[config.mk]
export PLATFORM = sky130hd
export DESIGN_NAME = conv_top
export DESIGN_NICKNAME = d
export VERILOG_FILES = /design/src/design/conv_pkg.sv /design/src/design/window_buffer.sv /design/src/design/weight_bank.sv /design/src/design/conv_ctrl.sv /design/src/design/conv_unit.sv /design/src/design/conv_top.sv
export SDC_FILE = /design/constraint.sdc
export NUM_CORES = 2
export LEC_CHECK = 0
export BUFFER_PORTS_ARGS = -buffer_cell sky130_fd_sc_hd__buf_2
export CAP_MARGIN = 25
export CELL_PAD_IN_SITES_DETAIL_PLACEMENT = 2
export CELL_PAD_IN_SITES_GLOBAL_PLACEMENT = 2
export CORE_MARGIN = 8
export CORE_UTILIZATION = 35
export CTS_BUF_LIST = sky130_fd_sc_hd__clkbuf_4 sky130_fd_sc_hd__clkbuf_8 sky130_fd_sc_hd__clkbuf_16
export CTS_CLUSTER_DIAMETER = 40
export DETAILED_ROUTE_END_ITERATION = 8
export PLACE_DENSITY = 0.69
export SETUP_SLACK_MARGIN = 0.4
export SYNTH_ARGS = -nofsm -noshare
export SYNTH_HDL_FRONTEND = slang
export SYNTH_SLANG_ARGS = --single-unit
[constraint.sdc]
create_clock -name clk -period 18.4 [get_ports clk]
set_input_delay 1.84 -clock clk [delete_from_list [all_inputs] [get_ports clk]]
set_output_delay 1.84 -clock clk [all_outputs]
set_load 0.05 [all_outputs]
[src/design/conv_pkg.sv]
package conv_pkg;

	// Signed fixed-point widths.
	localparam int PIXEL_WIDTH = 8;
	localparam int WEIGHT_WIDTH = 8;
	localparam int PRODUCT_WIDTH = PIXEL_WIDTH + WEIGHT_WIDTH;

	// Nine full-scale products need four bits of growth.
	localparam int SUM_WIDTH = 20;

	// Image and kernel geometry.
	localparam int IFM_SIZE = 8;
	localparam int KERNEL_SIZE = 3;
	localparam int NUM_TAPS = KERNEL_SIZE * KERNEL_SIZE;
	localparam int OFM_SIZE = IFM_SIZE - KERNEL_SIZE + 1;

	// Two full rows plus the last kernel row.
	localparam int WINDOW_DEPTH = (KERNEL_SIZE - 1) * IFM_SIZE + KERNEL_SIZE;

	localparam int WEIGHT_ADDR_WIDTH = $clog2(NUM_TAPS);

	// Adder levels to reduce NUM_TAPS operands to one.
	localparam int TREE_STAGES = $clog2(NUM_TAPS);

	// Product register plus the adder levels.
	localparam int CONV_LATENCY = 1 + TREE_STAGES;

endpackage

[src/design/window_buffer.sv]
`timescale 1ns/1ns

module window_buffer
(
	input  logic                                   clk,
	input  logic                                   reset,
	input  logic                                   pixel_valid,
	input  logic signed [conv_pkg::PIXEL_WIDTH-1:0] pixel_in,
	output logic signed [conv_pkg::PIXEL_WIDTH-1:0] taps [conv_pkg::NUM_TAPS]
);

	// Entry 0 holds the newest pixel.
	logic signed [conv_pkg::PIXEL_WIDTH-1:0] shift_line [conv_pkg::WINDOW_DEPTH];

	always_ff @(posedge clk or posedge reset)
	begin
		if (reset)
		begin
			for (int i = 0; i < conv_pkg::WINDOW_DEPTH; i++)
				shift_line[i] <= '0;
		end
		else if (pixel_valid)
		begin
			shift_line[0] <= pixel_in;
			for (int i = 1; i < conv_pkg::WINDOW_DEPTH; i++)
				shift_line[i] <= shift_line[i-1];
		end
	end

	// Tap r*K+c sits r rows and c columns from the top-left corner.
	// The newest pixel is the bottom-right corner of the window.
	for (genvar r = 0; r < conv_pkg::KERNEL_SIZE; r++)
	begin : g_row
		for (genvar c = 0; c < conv_pkg::KERNEL_SIZE; c++)
		begin : g_col
			assign taps[r*conv_pkg::KERNEL_SIZE + c] =
				shift_line[(conv_pkg::KERNEL_SIZE - 1 - r) * conv_pkg::IFM_SIZE
					+ (conv_pkg::KERNEL_SIZE - 1 - c)];
		end
	end

endmodule

[src/design/weight_bank.sv]
`timescale 1ns/1ns

module weight_bank
(
	input  logic                                         clk,
	input  logic                                         reset,
	input  logic                                         weight_we,
	input  logic        [conv_pkg::WEIGHT_ADDR_WIDTH-1:0] weight_addr,
	input  logic signed [conv_pkg::WEIGHT_WIDTH-1:0]      weight_data,
	output logic signed [conv_pkg::WEIGHT_WIDTH-1:0]      weights [conv_pkg::NUM_TAPS]
);

	logic addr_ok;

	// Indices past the last tap are dropped.
	assign addr_ok = int'(weight_addr) < conv_pkg::NUM_TAPS;

	always_ff @(posedge clk or posedge reset)
	begin
		if (reset)
		begin
			for (int i = 0; i < conv_pkg::NUM_TAPS; i++)
				weights[i] <= '0;
		end
		else if (weight_we && addr_ok)
		begin
			weights[weight_addr] <= weight_data;
		end
	end

endmodule

[src/design/conv_ctrl.sv]
`timescale 1ns/1ns

module conv_ctrl
(
	input  logic clk,
	input  logic reset,
	input  logic pixel_valid,
	output logic window_ready,
	output logic out_valid,
	output logic frame_done
);

	logic [$clog2(conv_pkg::IFM_SIZE)-1:0] col;
	logic [$clog2(conv_pkg::IFM_SIZE)-1:0] row;
	logic                                  col_last;
	logic                                  row_last;
	logic                                  last_pos;
	logic [conv_pkg::TREE_STAGES:0]        valid_line;
	logic [conv_pkg::TREE_STAGES:0]        done_line;

	assign col_last = col == conv_pkg::IFM_SIZE - 1;
	assign row_last = row == conv_pkg::IFM_SIZE - 1;

	// Position of the next pixel; wraps so frames follow each other freely.
	always_ff @(posedge clk or posedge reset)
	begin
		if (reset)
		begin
			col <= '0;
			row <= '0;
		end
		else if (pixel_valid)
		begin
			if (col_last)
			begin
				col <= '0;
				row <= row_last ? '0 : row + 1'b1;
			end
			else
				col <= col + 1'b1;
		end
	end

	// A full window exists once both coordinates reach the kernel edge.
	always_ff @(posedge clk or posedge reset)
	begin
		if (reset)
		begin
			window_ready <= 1'b0;
			last_pos     <= 1'b0;
			valid_line   <= '0;
			done_line    <= '0;
		end
		else
		begin
			window_ready <= pixel_valid && col >= conv_pkg::KERNEL_SIZE - 1
				&& row >= conv_pkg::KERNEL_SIZE - 1;
			last_pos     <= pixel_valid && col_last && row_last;
			valid_line   <= {valid_line[conv_pkg::TREE_STAGES-1:0], window_ready};
			done_line    <= {done_line[conv_pkg::TREE_STAGES-1:0], last_pos};
		end
	end

	// Matches the product register plus the adder levels.
	assign out_valid  = valid_line[conv_pkg::TREE_STAGES];
	assign frame_done = done_line[conv_pkg::TREE_STAGES];

endmodule

[src/design/conv_unit.sv]
`timescale 1ns/1ns

module conv_unit
(
	input  logic                                    clk,
	input  logic                                    reset,
	input  logic                                    conv_enable,
	input  logic signed [conv_pkg::PIXEL_WIDTH-1:0]  taps [conv_pkg::NUM_TAPS],
	input  logic signed [conv_pkg::WEIGHT_WIDTH-1:0] weights [conv_pkg::NUM_TAPS],
	output logic signed [conv_pkg::SUM_WIDTH-1:0]    conv_data_out
);

	typedef logic signed [conv_pkg::PRODUCT_WIDTH-1:0] prod_t;
	typedef logic signed [conv_pkg::SUM_WIDTH-1:0]     sum_t;

	prod_t prod [conv_pkg::NUM_TAPS];
	sum_t  lvl1 [5];
	sum_t  lvl2 [3];
	sum_t  lvl3 [2];
	sum_t  lvl4;

	// Products are held while no new window is offered.
	always_ff @(posedge clk or posedge reset)
	begin
		if (reset)
		begin
			for (int i = 0; i < conv_pkg::NUM_TAPS; i++)
				prod[i] <= '0;
		end
		else if (conv_enable)
		begin
			for (int i = 0; i < conv_pkg::NUM_TAPS; i++)
				prod[i] <= prod_t'(taps[i]) * prod_t'(weights[i]);
		end
	end

	// Adder tree of 9, 5, 3, 2 and 1 operands with the odd one carried forward.
	always_ff @(posedge clk or posedge reset)
	begin
		if (reset)
		begin
			for (int i = 0; i < 5; i++)
				lvl1[i] <= '0;
			for (int i = 0; i < 3; i++)
				lvl2[i] <= '0;
			lvl3[0] <= '0;
			lvl3[1] <= '0;
			lvl4    <= '0;
		end
		else
		begin
			for (int i = 0; i < 4; i++)
				lvl1[i] <= sum_t'(prod[2*i]) + sum_t'(prod[2*i+1]);
			lvl1[4] <= sum_t'(prod[8]);

			for (int i = 0; i < 2; i++)
				lvl2[i] <= lvl1[2*i] + lvl1[2*i+1];
			lvl2[2] <= lvl1[4];

			lvl3[0] <= lvl2[0] + lvl2[1];
			lvl3[1] <= lvl2[2];

			lvl4 <= lvl3[0] + lvl3[1];
		end
	end

	assign conv_data_out = lvl4;

endmodule

[src/design/conv_top.sv]
`timescale 1ns/1ns

module conv_top
(
	input  logic                                         clk,
	input  logic                                         reset,
	input  logic                                         weight_we,
	input  logic        [conv_pkg::WEIGHT_ADDR_WIDTH-1:0] weight_addr,
	input  logic signed [conv_pkg::WEIGHT_WIDTH-1:0]      weight_data,
	input  logic                                         pixel_valid,
	input  logic signed [conv_pkg::PIXEL_WIDTH-1:0]       pixel_in,
	output logic                                         out_valid,
	output logic signed [conv_pkg::SUM_WIDTH-1:0]         out_data,
	output logic                                         frame_done
);

	logic signed [conv_pkg::PIXEL_WIDTH-1:0]  taps [conv_pkg::NUM_TAPS];
	logic signed [conv_pkg::WEIGHT_WIDTH-1:0] weights [conv_pkg::NUM_TAPS];
	logic                                     window_ready;

	window_buffer window_buffer (
		.clk         (clk),
		.reset       (reset),
		.pixel_valid (pixel_valid),
		.pixel_in    (pixel_in),
		.taps        (taps)
	);

	weight_bank weight_bank (
		.clk         (clk),
		.reset       (reset),
		.weight_we   (weight_we),
		.weight_addr (weight_addr),
		.weight_data (weight_data),
		.weights     (weights)
	);

	conv_ctrl conv_ctrl (
		.clk          (clk),
		.reset        (reset),
		.pixel_valid  (pixel_valid),
		.window_ready (window_ready),
		.out_valid    (out_valid),
		.frame_done   (frame_done)
	);

	// The window qualifier doubles as the product register load.
	conv_unit conv_unit (
		.clk           (clk),
		.reset         (reset),
		.conv_enable   (window_ready),
		.taps          (taps),
		.weights       (weights),
		.conv_data_out (out_data)
	);

endmodule

==> impl_metrics.tcl <==
set metrics [dict create \
    fin_crit_ps 5020 \
    dp.cells 6288 \
    clk_latency_ps 710 \
    crit_path_top_delay_cell "fa_1" \
    holdPathStages 0 \
    rr_worst_depth 16 \
    vias 32200 \
    drive_gt1_share_pct 13.1 \
    hold_viol 0 \
    path_buf_inv 3 \
    hpwl_mm 98.7 \
    path_delay_family "adder cells" \
    outcome "completed" \
    die_h_um 385 \
    cts_buffers 110 \
    floorplan.die_area_um2 148000 \
    reg2reg_from "window_buffer.taps[31]" \
    nets 5551 \
    min_from "conv_ctrl.last_pos" \
    syn-num-nets 5439 \
    grt_max_degree 76 \
    synth-main-ff-cell "dfrtp_1" \
    drc_errors 0 \
    clk_pin_slew_ps 60 \
    fin_skew_ps 32.2 \
    setup_viol_count_final 0 \
    regToRegEndpoint "conv_unit.prod[63]" \
    post_cts_resized 0 \
    drt-total-wl_mm 129 \
    area_growth_pct 13.5 \
    pin_count 46 \
    rsz0062_at_grt "false" \
    htreeDepth 3 \
    ys_async_sr_fraction_pct 100 \
    synthesis.area_um2 47700 \
    cts_tree "yes" \
    ys_seq_area_share_pct 30.5 \
    cp.arrival_ps 5640 \
    ys_ff_latch 582 \
    viasPerCell 4.94 \
    syn_avg_cell_area_um2 10.6 \
    initial_utilization_pct 35.2 \
    drt_pass1_iterations 5 \
    place_congestion 0.795 \
    cpMostUsedCell "fa_1" \
    path_cells "nand2_1 > fa_1 > fa_1 > inv_1 > fa_1 > inv_1 > fa_1 > inv_1 > ha_1 > and2_1 > and4_1 > a31oi_1 > a31oi_1 > o21a_1 > or4_1 > nand3_1" \
    synth_edf_count 0 \
    crit_fanout 10 \
    worstSetupStartpointType "flop" \
    required_ps 19010 \
    wl_per_cell_um 19.8 \
    grt_pass1_vias 37700 \
    grt.total_usage_pct 17.9 \
    cap_violations 0 \
    antenna_found_initial 11 \
    critical_path_class "flop to flop" \
    drt-initial-drc-count 1162 \
    place_worst_setup_slack_ps 12870 \
    tightest_slew_ps 936 \
    cts-root-buf "clkbuf_16" \
    yosysWarnings 0 \
    ant_nets 0 \
    cts_buffer_depth 3 \
    post_synth_num_cell_types 70 \
    portBuffers 45 \
    fin_cells 6508 \
    gr-total-overflow 0 \
    hold_path.class "flop to flop" \
    tns_ps 0 \
    row_count 135 \
    cts_setup_buffers 0 \
    max_freq_mhz 199 \
    max_stage_delay_ps 670 \
    drv_slew 0 \
    fin_ws_ps 13380 \
    rrSetupSlack_ps 13380 \
    grt_pass1_wl_mm 211 \
    coreArea_um2 135000 \
    final_area_um2 54100 \
    syn_inst 4510 \
    period_share_pct 27.3 \
    relSlewSlack_pct 37.6 \
    die_w_um 385 \
    cts.sinks 582 \
    hold_buffers 0 \
    endpoint_kind "flop" \
    holdPathEnd "conv_ctrl.done_line[0]" \
    placedInstanceArea_um2 50100 \
]
## registers in the layout, summed over array words and instances, names as in the netlist
| register | count |
|---|---|
| conv_unit.prod | 144 |
| conv_unit.lvl1 | 84 |
| window_buffer.shift_line | 80 |
| weight_bank.weights | 72 |
| window_buffer.taps | 72 |
| conv_unit.lvl2 | 56 |
| conv_unit.lvl3 | 36 |
| conv_unit.conv_data_out | 20 |
| conv_ctrl.done_line | 5 |
| conv_ctrl.valid_line | 5 |
| conv_ctrl.col | 3 |
| conv_ctrl.row | 3 |
| conv_ctrl.last_pos | 1 |
| conv_ctrl.window_ready | 1 |
## through the flow
step	hold WS [ps]	utilization, %
global route	353	40.0
floorplan	331	-
detailed placement	336	37.0
global placement	333	37.0
finish	345	40.0
CTS	348	39.9
## worst register-to-register path: cells and delay by family, from the launching register on
kind                     cells  cell delay (ps)
adder cells (fa/ha/maj)      5             2530
AO/OA/AOI/OAI                3              470
buffers and inverters        3              160
AND/OR/NAND/NOR              5             1260
flip-flops                   1              530
## layout by cell type (no fill, tap or decap), types with 11 or more instances in the layout
cell,count
a211oi_1,29
a21o_1,53
a21oi_1,125
a31oi_1,24
and2_1,378
and3_1,18
buf_2,44
buf_4,15
bufinv_16,12
clkbuf_16,110
clkinv_2,11
clkinv_4,13
clkinvlp_4,12
dfrtp_1,581
fa_1,503
ha_1,402
inv_1,797
inv_6,28
mux2_2,307
nand2_1,232
nand2b_1,33
nand3_1,29
nand3b_1,12
nand4_1,11
nor2_1,139
nor2b_1,87
nor3_1,91
o21a_1,68
o21ai_0,114
o21bai_1,18
o31ai_1,27
or3_1,14
xnor2_1,169
xor2_1,35
## worst max-delay path by stage
stage                                 from                       to  slack [ps]  cells past startpoint
floorplan                            reset         conv_ctrl.col[0]        8630                      1
global placement                     reset  weight_bank.weights[62]       12980                      5
detailed placement                   reset  weight_bank.weights[63]       12870                      5
CTS                 window_buffer.taps[31]       conv_unit.prod[63]       13340                     16
global route        window_buffer.taps[45]       conv_unit.prod[95]       13140                     17
finish              window_buffer.taps[31]       conv_unit.prod[63]       13380                     16
## synth_stat cells, types with 11 or more instances
library cell  number  area (um2)
o21ai_0          114         571
nor2b_1           87         544
nand4_1           11        68.8
xor2_1            35         307
and3_1            18         113
nand3_1           29         145
fa_1             503       10100
mux2_2           307        3460
dfrtp_1          582       14600
o21a_1            68         510
a31oi_1           24         150
a21oi_1          125         626
o31ai_1           27         203
nor2_1           140         526
nor3_1            91         455
a211oi_1          29         218
nand2b_1          33         206
and2_1           378        2360
o21bai_1          18         135
a21o_1            53         398
nand3b_1          12        90.1
or3_1             14        87.6
xnor2_1          169        1480
nand2_1          232         871
ha_1             402        5030
inv_1            799        3000
clkbuf_1          57         214
## layout make-up
type / count / area, um2
clock buffer: 122 / 2890
tap: 1781 / 2230
inverter: 799 / 3000
multi-input combinational: 3065 / 29900
sequential: 582 / 14600
fill: 14300 / 81300
timing repair buffer: 64 / 430
clock inverter: 88 / 1080
antenna: 7 / 17.5
## kinds of logic (layout without fill, tap and decap cells)
group / Yosys count / count (layout) / share of synthesized area [%]
AND/OR/NAND/NOR: 1081 / 1081 / 12.0
adder cells (fa/ha/maj): 905 / 905 / 31.6
buffers and inverters: 863 / 1073 / 6.79
flip-flops: 582 / 582 / 30.5
AO/OA/AOI/OAI: 564 / 564 / 7.96
multiplexers: 311 / 311 / 7.33
XOR/XNOR: 204 / 204 / 3.74
other: 0 / 7 / 0
## layer usage
layer | GRT usage (%) | wire length (um) | vias to the layer above
met3 | 2.81 | 4970 | 172
met1 | 23.4 | 57600 | 16800
met5 | 0 | 26 | -
met4 | 4.80 | 2710 | 4
met2 | 30.7 | 63500 | 349
li1 | - | - | 14900
Power is not shown: default switching activity piles up to over one toggle a cycle in this logic, so the estimate is an artifact.
